## src/verilog/sd_cmd_pkg.sv

```systemverilog
// ****************************************
// SD command engine package
// Bus timing, field types, request/result
// structs and the CRC7 step
// ****************************************
package sd_cmd_pkg;

  typedef logic [5:0]   cmd_index_t;
  typedef logic [31:0]  cmd_arg_t;
  typedef logic [6:0]   crc7_t;
  typedef logic [119:0] rsp_data_t;
  typedef logic [6:0]   tick_count_t;

  // Card timing windows, in bus ticks
  localparam tick_count_t N_CR_MIN = 7'd2;
  localparam tick_count_t N_CR_MAX = 7'd64;
  localparam tick_count_t N_ID     = 7'd5;
  localparam tick_count_t N_RC     = 7'd8;
  localparam tick_count_t N_CC     = 7'd8;

  localparam int CMD_FRAME_LEN = 48;
  localparam int CMD_HEAD_LEN  = 40;
  localparam int RSP_SHORT_LEN = 48;
  localparam int RSP_LONG_LEN  = 136;
  // Leading bits of a response that precede the payload
  localparam int RSP_SHORT_HDR = 2;
  localparam int RSP_LONG_HDR  = 8;

  typedef enum logic [1:0] {
    RSP_NONE,
    RSP_48,
    RSP_48_BUSY,
    RSP_136
  } rsp_type_e;

  typedef struct packed {
    cmd_index_t index;
    cmd_arg_t   arg;
    rsp_type_e  rsp_type;
  } sd_cmd_req_t;

  typedef struct packed {
    rsp_data_t rsp;
    logic      crc_err;
    logic      end_bit_err;
    logic      timeout;
  } sd_cmd_result_t;

  typedef enum logic [2:0] {
    IDLE,
    SEND_CMD,
    WAIT_RSP,
    READ_RSP,
    WAIT_BUSY,
    BUS_COOLDOWN,
    RSP_TIMEOUT
  } cmd_state_e;

  // One serial step of x^7 + x^3 + 1
  function automatic crc7_t crc7_next(crc7_t crc, logic din);
    logic fb;
    fb = din ^ crc[6];
    return {crc[5:3], crc[2] ^ fb, crc[1:0], fb};
  endfunction

endpackage

```

## src/verilog/sd_bit_counter.sv

```systemverilog
// ****************************************
// Bus tick counter
// Saturating, with a synchronous clear
// ****************************************
`timescale 1ns/1ps

module sd_bit_counter (
  input  logic                     clk_i,
  input  logic                     rst_n_i,
  input  logic                     tick_i,
  input  logic                     clear_i,
  output sd_cmd_pkg::tick_count_t  count_o
);

  sd_cmd_pkg::tick_count_t count_q;

  // Clear wins over a tick in the same clock
  always_ff @(posedge clk_i) begin
    if (!rst_n_i) begin
      count_q <= '0;
    end else if (clear_i) begin
      count_q <= '0;
    end else if (tick_i && (count_q != '1)) begin
      count_q <= count_q + 7'd1;
    end
  end

  assign count_o = count_q;

endmodule

```

## src/verilog/sd_cmd_fsm.sv

```systemverilog
// ****************************************
// SD command sequencing FSM
// Request, command, response window, busy
// and the idle gap before the next command
// ****************************************
`timescale 1ns/1ps

module sd_cmd_fsm (
  input  logic                       clk_i,
  input  logic                       rst_n_i,
  input  logic                       sd_clk_en_i,
  input  logic                       req_valid_i,
  input  sd_cmd_pkg::sd_cmd_req_t    req_i,
  output logic                       req_ready_o,
  output logic                       tx_start_o,
  input  logic                       tx_done_i,
  output logic                       rx_listen_o,
  output logic                       rx_long_o,
  input  logic                       rx_receiving_i,
  input  logic                       rx_valid_i,
  input  sd_cmd_pkg::sd_cmd_result_t rx_result_i,
  input  logic                       busy_n_i,
  output logic                       cnt_clear_o,
  input  sd_cmd_pkg::tick_count_t    ticks_i,
  output sd_cmd_pkg::sd_cmd_req_t    cmd_req_o,
  output logic                       result_valid_o,
  output sd_cmd_pkg::sd_cmd_result_t result_o,
  output logic                       cmd_done_o,
  output logic                       dat_busy_o
);

  sd_cmd_pkg::cmd_state_e  state_q;
  sd_cmd_pkg::cmd_state_e  state_d;
  sd_cmd_pkg::sd_cmd_req_t req_q;
  sd_cmd_pkg::tick_count_t rsp_limit;
  sd_cmd_pkg::tick_count_t gap_len;
  logic                    accept;

  assign accept = req_valid_i && (state_q == sd_cmd_pkg::IDLE);

  // CMD2 answers within N_ID, everything else within N_CR_MAX
  assign rsp_limit = (req_q.index == 6'd2) ? sd_cmd_pkg::N_ID : sd_cmd_pkg::N_CR_MAX;
  assign gap_len   = (req_q.rsp_type == sd_cmd_pkg::RSP_NONE) ? sd_cmd_pkg::N_CC
                                                               : sd_cmd_pkg::N_RC;

  always_ff @(posedge clk_i) begin
    if (!rst_n_i) begin
      state_q <= sd_cmd_pkg::IDLE;
      req_q   <= '0;
    end else begin
      state_q <= state_d;
      if (accept) begin
        req_q <= req_i;
      end
    end
  end

  always_comb begin
    state_d = state_q;
    case (state_q)
      sd_cmd_pkg::IDLE: begin
        if (accept) begin
          state_d = sd_cmd_pkg::SEND_CMD;
        end
      end
      sd_cmd_pkg::SEND_CMD: begin
        if (tx_done_i) begin
          state_d = (req_q.rsp_type == sd_cmd_pkg::RSP_NONE) ? sd_cmd_pkg::BUS_COOLDOWN
                                                             : sd_cmd_pkg::WAIT_RSP;
        end
      end
      sd_cmd_pkg::WAIT_RSP: begin
        if (rx_receiving_i) begin
          state_d = sd_cmd_pkg::READ_RSP;
        end else if (ticks_i >= rsp_limit) begin
          state_d = sd_cmd_pkg::RSP_TIMEOUT;
        end
      end
      sd_cmd_pkg::READ_RSP: begin
        if (rx_valid_i) begin
          state_d = (req_q.rsp_type == sd_cmd_pkg::RSP_48_BUSY) ? sd_cmd_pkg::WAIT_BUSY
                                                                : sd_cmd_pkg::BUS_COOLDOWN;
        end
      end
      sd_cmd_pkg::WAIT_BUSY: begin
        // DAT0 is a card signal, sample it on bus ticks
        if (sd_clk_en_i && busy_n_i) begin
          state_d = sd_cmd_pkg::BUS_COOLDOWN;
        end
      end
      sd_cmd_pkg::BUS_COOLDOWN: begin
        if (ticks_i >= gap_len) begin
          state_d = sd_cmd_pkg::IDLE;
        end
      end
      sd_cmd_pkg::RSP_TIMEOUT: begin
        state_d = sd_cmd_pkg::IDLE;
      end
      default: begin
        state_d = sd_cmd_pkg::IDLE;
      end
    endcase
  end

  // Counter restarts whenever a timed state is entered
  assign cnt_clear_o = (state_d != state_q) &&
                       ((state_d == sd_cmd_pkg::WAIT_RSP) ||
                        (state_d == sd_cmd_pkg::BUS_COOLDOWN));

  // Listen only inside the response window
  assign rx_listen_o = (state_q == sd_cmd_pkg::WAIT_RSP) &&
                       (ticks_i >= sd_cmd_pkg::N_CR_MIN) && (ticks_i < rsp_limit);
  assign rx_long_o   = (req_q.rsp_type == sd_cmd_pkg::RSP_136);

  assign req_ready_o = (state_q == sd_cmd_pkg::IDLE);
  assign tx_start_o  = accept;
  assign cmd_req_o   = req_q;
  assign cmd_done_o  = tx_done_i && (state_q == sd_cmd_pkg::SEND_CMD);
  assign dat_busy_o  = (state_q != sd_cmd_pkg::IDLE) &&
                       (req_q.rsp_type == sd_cmd_pkg::RSP_48_BUSY);

  assign result_valid_o = rx_valid_i || (state_q == sd_cmd_pkg::RSP_TIMEOUT);

  always_comb begin
    result_o = rx_result_i;
    if (state_q == sd_cmd_pkg::RSP_TIMEOUT) begin
      result_o         = '0;
      result_o.timeout = 1'b1;
    end
  end

endmodule

```

## src/verilog/sd_cmd_top.sv

```systemverilog
// ****************************************
// SD host command-line engine
// FSM, tick counter, transmitter, receiver
// ****************************************
`timescale 1ns/1ps

module sd_cmd_top (
  input  logic                       clk_i,
  input  logic                       rst_n_i,
  input  logic                       sd_clk_en_i,
  input  logic                       sd_cmd_i,
  input  logic                       sd_dat0_busy_n_i,
  input  logic                       req_valid_i,
  input  sd_cmd_pkg::sd_cmd_req_t    req_i,
  output logic                       req_ready_o,
  output logic                       sd_cmd_o,
  output logic                       sd_cmd_oe_o,
  output logic                       cmd_done_o,
  output logic                       dat_busy_o,
  output logic                       result_valid_o,
  output sd_cmd_pkg::sd_cmd_result_t result_o
);

  logic                       tx_start;
  logic                       tx_done;
  logic                       rx_listen;
  logic                       rx_long;
  logic                       rx_receiving;
  logic                       rx_valid;
  logic                       cnt_clear;
  sd_cmd_pkg::sd_cmd_result_t rx_result;
  sd_cmd_pkg::tick_count_t    ticks;
  sd_cmd_pkg::sd_cmd_req_t    cmd_req;

  sd_cmd_fsm u_fsm (
    .clk_i          (clk_i),
    .rst_n_i        (rst_n_i),
    .sd_clk_en_i    (sd_clk_en_i),
    .req_valid_i    (req_valid_i),
    .req_i          (req_i),
    .req_ready_o    (req_ready_o),
    .tx_start_o     (tx_start),
    .tx_done_i      (tx_done),
    .rx_listen_o    (rx_listen),
    .rx_long_o      (rx_long),
    .rx_receiving_i (rx_receiving),
    .rx_valid_i     (rx_valid),
    .rx_result_i    (rx_result),
    .busy_n_i       (sd_dat0_busy_n_i),
    .cnt_clear_o    (cnt_clear),
    .ticks_i        (ticks),
    .cmd_req_o      (cmd_req),
    .result_valid_o (result_valid_o),
    .result_o       (result_o),
    .cmd_done_o     (cmd_done_o),
    .dat_busy_o     (dat_busy_o)
  );

  sd_bit_counter u_counter (
    .clk_i   (clk_i),
    .rst_n_i (rst_n_i),
    .tick_i  (sd_clk_en_i),
    .clear_i (cnt_clear),
    .count_o (ticks)
  );

  sd_cmd_tx u_tx (
    .clk_i    (clk_i),
    .rst_n_i  (rst_n_i),
    .tick_i   (sd_clk_en_i),
    .start_i  (tx_start),
    .req_i    (cmd_req),
    .cmd_o    (sd_cmd_o),
    .cmd_oe_o (sd_cmd_oe_o),
    .done_o   (tx_done)
  );

  sd_rsp_rx u_rx (
    .clk_i       (clk_i),
    .rst_n_i     (rst_n_i),
    .tick_i      (sd_clk_en_i),
    .listen_i    (rx_listen),
    .long_i      (rx_long),
    .cmd_i       (sd_cmd_i),
    .receiving_o (rx_receiving),
    .valid_o     (rx_valid),
    .result_o    (rx_result)
  );

endmodule

```

## src/verilog/sd_cmd_tx.sv

```systemverilog
// ****************************************
// SD command transmitter
// Shifts out the 48-bit frame MSB first,
// building the CRC7 as it goes
// ****************************************
`timescale 1ns/1ps

module sd_cmd_tx (
  input  logic                    clk_i,
  input  logic                    rst_n_i,
  input  logic                    tick_i,
  input  logic                    start_i,
  input  sd_cmd_pkg::sd_cmd_req_t req_i,
  output logic                    cmd_o,
  output logic                    cmd_oe_o,
  output logic                    done_o
);

  logic                  pending_q;
  logic                  busy_q;
  logic [39:0]           shift_q;
  sd_cmd_pkg::crc7_t     crc_q;
  logic [5:0]            bit_idx_q;
  logic                  cmd_q;
  logic                  oe_q;

  logic [39:0]           head;
  logic [39:0]           cur_shift;
  sd_cmd_pkg::crc7_t     cur_crc;
  logic [5:0]            cur_idx;
  logic                  tx_bit;

  // Start bit, transmission bit, index and argument
  assign head = {1'b0, 1'b1, req_i.index, req_i.arg};

  // The first bit comes straight from the request, later ones from the shifter
  assign cur_shift = pending_q ? head : shift_q;
  assign cur_crc   = pending_q ? '0 : crc_q;
  assign cur_idx   = pending_q ? '0 : bit_idx_q;

  always_comb begin
    if (cur_idx < 6'(sd_cmd_pkg::CMD_HEAD_LEN)) begin
      tx_bit = cur_shift[39];
    end else if (cur_idx < 6'(sd_cmd_pkg::CMD_FRAME_LEN - 1)) begin
      tx_bit = cur_crc[6];
    end else begin
      tx_bit = 1'b1;
    end
  end

  always_ff @(posedge clk_i) begin
    if (!rst_n_i) begin
      pending_q <= 1'b0;
      busy_q    <= 1'b0;
      cmd_q     <= 1'b1;
      oe_q      <= 1'b0;
    end else if (start_i) begin
      pending_q <= 1'b1;
    end else if (tick_i && (pending_q || busy_q)) begin
      pending_q <= 1'b0;
      busy_q    <= (cur_idx != 6'(sd_cmd_pkg::CMD_FRAME_LEN - 1));
      cmd_q     <= tx_bit;
      oe_q      <= 1'b1;
      bit_idx_q <= cur_idx + 6'd1;
      if (cur_idx < 6'(sd_cmd_pkg::CMD_HEAD_LEN)) begin
        shift_q <= {cur_shift[38:0], 1'b0};
        crc_q   <= sd_cmd_pkg::crc7_next(cur_crc, tx_bit);
      end else begin
        crc_q   <= {cur_crc[5:0], 1'b0};
      end
    end else if (tick_i) begin
      // Release the line after the end bit
      cmd_q <= 1'b1;
      oe_q  <= 1'b0;
    end
  end

  assign cmd_o    = cmd_q;
  assign cmd_oe_o = oe_q;
  assign done_o   = tick_i && busy_q && (bit_idx_q == 6'(sd_cmd_pkg::CMD_FRAME_LEN - 1));

endmodule

```

## src/verilog/sd_rsp_rx.sv

```systemverilog
// ****************************************
// SD response receiver
// Catches the start bit, shifts in 48 or
// 136 bits, checks CRC7 and end bit
// ****************************************
`timescale 1ns/1ps

module sd_rsp_rx (
  input  logic                       clk_i,
  input  logic                       rst_n_i,
  input  logic                       tick_i,
  input  logic                       listen_i,
  input  logic                       long_i,
  input  logic                       cmd_i,
  output logic                       receiving_o,
  output logic                       valid_o,
  output sd_cmd_pkg::sd_cmd_result_t result_o
);

  logic                       recv_q;
  logic                       valid_q;
  logic [7:0]                 pos_q;
  sd_cmd_pkg::crc7_t          crc_q;
  sd_cmd_pkg::crc7_t          crc_rx_q;
  sd_cmd_pkg::rsp_data_t      data_q;
  sd_cmd_pkg::sd_cmd_result_t result_q;

  logic [7:0] last_pos;
  logic [7:0] crc_pos;
  logic [7:0] data_pos;
  logic       crc_on;

  // Frame layout depends on response length
  assign last_pos = long_i ? 8'(sd_cmd_pkg::RSP_LONG_LEN - 1) : 8'(sd_cmd_pkg::RSP_SHORT_LEN - 1);
  assign crc_pos  = last_pos - 8'd7;
  assign data_pos = long_i ? 8'(sd_cmd_pkg::RSP_LONG_HDR) : 8'(sd_cmd_pkg::RSP_SHORT_HDR);

  // Long responses exclude their 8 header bits from the CRC
  assign crc_on = !long_i || (pos_q >= 8'(sd_cmd_pkg::RSP_LONG_HDR));

  always_ff @(posedge clk_i) begin
    if (!rst_n_i) begin
      recv_q  <= 1'b0;
      valid_q <= 1'b0;
    end else begin
      valid_q <= 1'b0;
      if (tick_i && !recv_q && listen_i && !cmd_i) begin
        recv_q <= 1'b1;
        pos_q  <= 8'd1;
        crc_q  <= '0;
        data_q <= '0;
      end else if (tick_i && recv_q) begin
        pos_q <= pos_q + 8'd1;
        if (pos_q < crc_pos) begin
          if (crc_on) begin
            crc_q <= sd_cmd_pkg::crc7_next(crc_q, cmd_i);
          end
          if (pos_q >= data_pos) begin
            data_q <= {data_q[118:0], cmd_i};
          end
        end else if (pos_q < last_pos) begin
          crc_rx_q <= {crc_rx_q[5:0], cmd_i};
        end else begin
          // End bit sampled
          recv_q               <= 1'b0;
          valid_q              <= 1'b1;
          result_q.rsp         <= data_q;
          result_q.crc_err     <= (crc_q != crc_rx_q);
          result_q.end_bit_err <= !cmd_i;
          result_q.timeout     <= 1'b0;
        end
      end
    end
  end

  assign receiving_o = recv_q;
  assign valid_o     = valid_q;
  assign result_o    = result_q;

endmodule
```

## config.mk

```make
export PLATFORM = sky130hd
export DESIGN_NAME = sd_cmd_top
export DESIGN_NICKNAME = d
export VERILOG_FILES = /design/src/verilog/sd_cmd_pkg.sv /design/src/verilog/sd_bit_counter.sv /design/src/verilog/sd_cmd_fsm.sv /design/src/verilog/sd_cmd_top.sv /design/src/verilog/sd_cmd_tx.sv /design/src/verilog/sd_rsp_rx.sv
export SDC_FILE = /design/constraint.sdc
export NUM_CORES = 1
export LEC_CHECK = 0
export ABC_CLOCK_PERIOD_IN_PS = 10180
export BUFFER_PORTS_ARGS = -buffer_cell sky130_fd_sc_hd__buf_2
export CORE_MARGIN = 2
export CORE_UTILIZATION = 58
export CTS_CLUSTER_DIAMETER = 200
export DETAILED_ROUTE_END_ITERATION = 12
export GPL_ROUTABILITY_DRIVEN = 0
export PLACE_DENSITY = 0.8
export REMOVE_ABC_BUFFERS = 1
export SKIP_CTS_REPAIR_TIMING = 1
export SLEW_MARGIN = 15
export SYNTH_ARGS = -nofsm -noshare
export SYNTH_HDL_FRONTEND = slang
export SYNTH_SLANG_ARGS = --single-unit
```

## constraint.sdc

```tcl
create_clock -name clk_i -period 10.18 [get_ports clk_i]
set_input_delay 2.545 -clock clk_i [delete_from_list [all_inputs] [get_ports clk_i]]
set_output_delay 2.545 -clock clk_i [all_outputs]
set_load 0.01 [all_outputs]
```

==> results of run 1 <==
## registers in the layout (all words and copies together), names as in the netlist, 7 cells and up
signal             cells
u_counter.count_o      7
u_fsm.cmd_req_o       40
u_rx.crc_q             7
u_rx.crc_rx_q          7
u_rx.data_q          120
u_rx.pos_q             8
u_rx.result_o        122
u_tx.crc_q             7
u_tx.shift_q          39
## area by class of cell
class | instances | area, um2 | area share [%]
clock buffer | 49 | 1010 | 6.01
clock inverter | 15 | 82.6 | 0.489
inverter | 12 | 45.0 | 0.267
multi-input combinational | 588 | 3770 | 22.3
sequential | 372 | 10600 | 62.9
tap | 330 | 413 | 2.45
timing repair buffer | 183 | 938 | 5.56
## synth_stat cells (3+ instances only)
cell	instances
a21oi_1	48
a31oi_1	3
and2_1	124
and3_1	4
buf_2	7
buf_4	11
clkbuf_1	31
dfxtp_1	56
edfxtp_1	316
ha_1	12
inv_1	11
mux2_2	37
nand2_1	89
nand2b_1	10
nand3_1	13
nand4_1	4
nor2_1	29
nor2b_1	136
nor3_1	7
nor4_1	9
o21ai_0	4
xnor2_1	15
xor2_1	11
## logic make-up (layout without fill, tap and decap cells)
kind of cell / after synthesis / after routing / share of synthesized area [%]
DFF: 372 / 372 / 72.6
AOI/OAI and AO/OA: 72 / 72 / 3.00
xor gates and xnor gates: 26 / 26 / 1.56
and+or+nand+nor: 440 / 440 / 16.9
adders and majority gates: 12 / 12 / 1.03
buffers and inverters: 62 / 259 / 1.99
muxes: 38 / 38 / 2.92
## placed cells by master, fill, tap and decap left out, drive strengths merged, types with 2 or more instances in the layout
cell type and count:
a21oi 48, a31oi 4, a41oi 2, and2 125, and3 4, buf 183, clkbuf 49, clkinv 14
dfxtp 56, edfxtp 316, ha 12, inv 12, mux2 37, nand2 89, nand2b 10, nand3 13
nand4 4, nand4b 2, nor2 29, nor2b 136, nor3 8, nor3b 2, nor4 10, o21ai 6
or3 2, or4 2, xnor2 15, xor2 11
## routing by layer
layer	GRT usage [%]	vias up
met2	27.9	265
met5	0	-
li1	-	3923
met1	27.2	3839
met3	2.90	36
met4	4.75	0
## path summary, 6_finish.rpt
kind | startpoint | to | slack (ps) | cells after the start
setup / recovery | sd_clk_en_i | cmd_done_o | 4110 | 4
hold / removal | u_rx.data_q[119]$_SDFFCE_PP0P_ | u_rx.result_o[122]$_DFFE_PP_ | 430 | 0
setup reg to reg | u_fsm.cmd_req_o[39]$_SDFFE_PN0P_ | u_rx.data_q[46]$_SDFFCE_PP0P_ | 5980 | 11
hold reg to reg | u_rx.data_q[119]$_SDFFCE_PP0P_ | u_rx.result_o[122]$_DFFE_PP_ | 430 | 0
## power by group
part           leakage, nW  switching [mW]  total [mW]  internal (mW)
Sequential            3.30         0.00936        1.66           1.65
Clock                0.542           0.527        1.23          0.700
Combinational         2.18          0.0428      0.0750         0.0322
Total                 6.02           0.579        2.96           2.38
## worst reg2reg max path, delay by kind of cell (launching register included)
kind                     cells  cell delay, ps
buffers and inverters        3            1900
AO/OA/AOI/OAI                3             500
flip-flops                   1             340
AND/OR/NAND/NOR              4             800
adder cells (fa/ha/maj)      1             260
==> results.yml, run 1 <==
yosys:
  seq_area_frac_synth_pct: 72.6
  yosys_warnings: 0
  synth.area.top_cells: "edfxtp_1, dfxtp_1, nor2b_1"
  ys_ff_latch: 372
  synthCells: 1022
  synth_top_area_share_pct: 64.9
  ys_types: 52
  avgSynthCellArea_um2: 14.3
  async_flop_share_pct: 0
  synth_edf_count: 316
  synth_largest_area_cell: "edfxtp_1"
  syn_area_um2: 14600
  synthFlopType: "edfxtp_1"
grt:
  grt_max_degree: 125
  gr-total-overflow: 0
  antenna_found_initial: 0
  grt_pass1_wl_um: 38500
  first_global_vias: 7545
  grt.total_usage_pct: 18.1
timing:
  final_hold_viol_count: 0
  setup_violations: 0
  whs_ps: 430
  fin_skew_ps: 17.9
  period_needed_ps: 6070
  fmax_mhz: 165
  max_slew_margin_pct: 26.4
  slew_violations: 0
  tightest_slew_ps: 1100
  fin_crit_sh_pct: 59.6
  tns_ps: 0
  final.setup.worst_slack_ps: 4110
  rsz0062_at_grt: "false"
route:
  top_layer_used: "met4"
  drt_iter0_markers: 481
  vias: 8063
  ant_nets: 0
  avgRoutedWirePerCell_um: 15.5
  dr_wl_met3_um: 1420
  drt_first_pass_iters: 5
  wl_met1_um: 11200
  met2_length_um: 11000
  avgViaCountPerCell: 5.21
  drt-total-wl_um: 24000
  drcViolationCount: 0
die:
  design.core.area_um2: 25000
  die_h_um: 163
  io_pins: 175
  rows: 58
  die_x_um: 163
  die_area_um2: 26500
  initial_core_util_pct: 58.6
placed_design:
  numPortBuffers: 174
  dpl.cell_count: 1485
  dpl_worst_slack_ps: 4150
  placed_cell_area_um2: 15800
  hpwlAfterDp_um: 14400
cells_and_area:
  stdcell_area_um2: 16900
  fin_util_pct: 67.6
  instances_no_fill: 1549
  final_nets: 1251
  fillers: 1746
  layout-drive-gt1-share_pct: 23.3
  syn_to_final_growth_pct: 15.4
  diodes: 0
critical_path:
  critPathMaxFanout: 15
  cp-start-kind: "input port"
  crit_chain: "buf_2 > nand4b_1 > nor3_2 > buf_2"
  end_kind: "primary output"
  max_stage_delay_ps: 290
  critPathTopFamily: "simple AND/OR/NAND/NOR gates"
  critPathBufInv: 2
  crit_top_cell: "buf_2"
  cpMaxStageDelayCell: "nand4b_1"
  cp.required_ps: 7640
  arrival_ps: 3530
  crit_type: "input port to primary output"
clocking:
  clock-root-buffer: "clkbuf_16"
  clk_pin_slew_worst_paths_ps: 60
  cts_made_buffers: 36
  ctsHtreeMaxLevel: 2
  cts_tree: "yes"
  cts_max_path_buffers: 3
  clk_latency_ps: 510
  clock_sinks: 372
power:
  p_per_area_nw_per_um2: 175
  p_leak_nw: 6.02
  ir_drop_v: 0.000140
  power.total_mw: 2.96
run_status:
  status: "finished, final reports clean"
worst_hold_path:
  hold_class: "flip-flop to flip-flop"
run:
  drv_cap: 0
Power figures use the tool's default switching activity.
==> run 2, diff against run 1 <==
--- a/config.mk
+++ b/config.mk
@@ -5,14 +5,15 @@
 export SDC_FILE = /design/constraint.sdc
 export NUM_CORES = 1
 export LEC_CHECK = 0
-export ABC_CLOCK_PERIOD_IN_PS = 10180
+export ABC_AREA = 1
+export ABC_CLOCK_PERIOD_IN_PS = 6100
 export BUFFER_PORTS_ARGS = -buffer_cell sky130_fd_sc_hd__buf_2
 export CORE_MARGIN = 2
 export CORE_UTILIZATION = 58
 export CTS_CLUSTER_DIAMETER = 200
 export DETAILED_ROUTE_END_ITERATION = 12
 export GPL_ROUTABILITY_DRIVEN = 0
-export PLACE_DENSITY = 0.8
+export PLACE_DENSITY = 0.79
 export REMOVE_ABC_BUFFERS = 1
 export SKIP_CTS_REPAIR_TIMING = 1
 export SLEW_MARGIN = 15
==> constraint.sdc (replaced) <==
create_clock -name clk_i -period 6.1 [get_ports clk_i]
set_input_delay 1.525 -clock clk_i [delete_from_list [all_inputs] [get_ports clk_i]]
set_output_delay 1.525 -clock clk_i [all_outputs]
set_load 0.01 [all_outputs]
==> run 2 against run 1 <==
Effect of this change:
- register-to-register slack lost 3400 ps
- routed wire length grew 5.5%
- final area grew 2.2%
- largest power group unchanged
- power grew 67%
- clock power grew 66%
- sequential share of layout area shrank 1.3 points
- synthesized cell count grew 37%
- global-route usage grew 0.59 points
- critical path type is now flip-flop to primary output
- first-iteration DRC count grew 67%
- sequential power grew 67%
- core utilization grew 0.68 points
- hold slack lost 10 ps
==> results.yml, run 2 <==
run_status:
  status: "finished, final reports clean"
cells_and_area:
  diodes: 0
  instances_no_fill: 1925
  layout-drive-gt1-share_pct: 15.3
  final_common_cell: "inv_1"
  mostFrequentLayoutCells: "inv_1, edfxtp_1, nand2_1"
  ff_latch_area_um2: 10600
  syn_to_final_growth_pct: 14.9
  final_nets: 1628
  fillers: 1831
  fin_util_pct: 68.3
  multiInputGateArea_um2: 2880
  largest_register_ffs: 122
timing:
  final_hold_viol_count: 0
  rsz0062_at_grt: "false"
  setup_violations: 0
  fmax_mhz: 254
  slew_violations: 0
  fin_crit_sh_pct: 64.5
  period_needed_ps: 3940
  tightest_slew_ps: 1080
  max_slew_margin_pct: 27.7
  fin_skew_ps: 27.4
yosys:
  yosys_warnings: 0
  seq_area_frac_synth_pct: 70.7
  synth_largest_area_cell: "edfxtp_1"
  ys_types: 27
  ys_ff_latch: 372
  synthCells: 1403
  syn_area_um2: 15000
  avgSynthCellArea_um2: 10.7
  synthFlopType: "edfxtp_1"
  async_flop_share_pct: 0
  synth_top_area_share_pct: 63.3
  synth_most_common_cell: "inv_1"
  synth_edf_count: 316
  synth_commonest_cells: "inv_1, edfxtp_1, nand2_1"
  synth.area.top_cells: "edfxtp_1, inv_1, dfxtp_1"
route:
  avgRoutedWirePerCell_um: 13.2
  avgViaCountPerCell: 4.84
  drt_iter0_markers: 803
  vias: 9322
  drt_first_pass_iters: 5
  drcViolationCount: 0
  drt-total-wl_um: 25300
  ant_nets: 0
critical_path:
  r2r_slack_ps: 2540
  cp.required_ps: 4580
  cp-start-kind: "flip-flop"
  crit_type: "flip-flop to primary output"
  end_kind: "primary output"
  max_stage_delay_ps: 660
  crit_chain: "inv_1 > nor3_4 > buf_4 > nor2_1 > buf_2"
  arrival_ps: 2410
  critPathBufInv: 3
  cpMaxStageDelayCell: "buf_4"
  critPathMaxFanout: 92
  critPathTopFamily: "buffers and inverters"
grt:
  grt_pass1_wl_um: 40200
  grt_max_degree: 93
  grt.total_usage_pct: 18.7
  gr-total-overflow: 0
  first_global_vias: 8348
  antenna_found_initial: 0
clocking:
  cts_made_buffers: 36
  cts_tree: "yes"
  cts_max_path_buffers: 3
  clock-root-buffer: "clkbuf_16"
  clk_latency_ps: 520
  ctsHtreeMaxLevel: 2
  clk_pin_slew_worst_paths_ps: 60
  clock_sinks: 372
power:
  p_per_area_nw_per_um2: 286
  p_leak_nw: 7.88
  ir_drop_v: 0.000245
placed_design:
  dpl.cell_count: 1862
  hpwlAfterDp_um: 16000
  numPortBuffers: 174
die:
  rows: 58
  design.core.area_um2: 25300
  io_pins: 175
  initial_core_util_pct: 59.4
  die_x_um: 165
  die_h_um: 165
  die_area_um2: 27200
run:
  drv_cap: 0
worst_hold_path:
  hold_class: "flip-flop to flip-flop"
## run 2: final cells by class
cell class	count	share of cell area [%]
clock buffers	46	5.56
well taps	330	2.40
flip-flops and latches	372	61.5
repair buffers	183	5.52
clock inverters	17	0.660
multi-input cells	627	16.7
inverters	350	7.62
## run 2: per-layer routing
layer / wire [um] / global-route usage (%) / vias to the layer above
li1: - / - / 4695
met5: 0 / 0 / -
met1: 11400 / 26.3 / 4278
met2: 11700 / 30.2 / 318
met3: 1830 / 3.52 / 31
met4: 425 / 5.18 / 0
## run 2: cells by family after synthesis
logic type                 count (synthesis)  synth area share, %
and+or+nand+nor                          457                 12.0
xor gates and xnor gates                  22                 1.28
AOI/OAI and AO/OA                        136                 4.60
buffers and inverters                    404                 10.4
DFF                                      372                 70.7
adders and majority gates                 12                 1.00
## run 2: power breakdown
group	switching (mW)	leakage (nW)	internal, mW
Combinational	0.0840	4.05	0.0440
Clock	0.882	0.527	1.15
Sequential	0.0154	3.30	2.76
## run 2: worst paths after layout
check,start,endpoint,cells after the start
min,u_rx.data_q[119]$_SDFFCE_PP0P_,u_rx.result_o[122]$_DFFE_PP_,0
max reg2reg,u_fsm.cmd_req_o[35]$_SDFFE_PN0P_,u_rx.data_q[49]$_SDFFCE_PP0P_,11
max,u_fsm.state_q[1]$_SDFF_PN0_,result_o[98],5
min reg2reg,u_rx.data_q[119]$_SDFFCE_PP0P_,u_rx.result_o[122]$_DFFE_PP_,0
## run 2: through the flow
stage / instance area (um2) / setup WS, ps / setup TNS [ps] / power (mW) / hold slack, ps
2_1_floorplan: 14800 / -4190 / -993650 / 2.91 / 400
3_5_place_dp: 16200 / 1710 / 0 / 2.96 / 405
3_3_place_gp: 16200 / 1820 / 0 / 2.95 / 402
5_1_grt: 17200 / 1980 / 0 / 5.10 / 431
4_1_cts: 17200 / 2140 / 0 / 4.98 / 420
6_report: 17200 / 2160 / 0 / 4.94 / 420
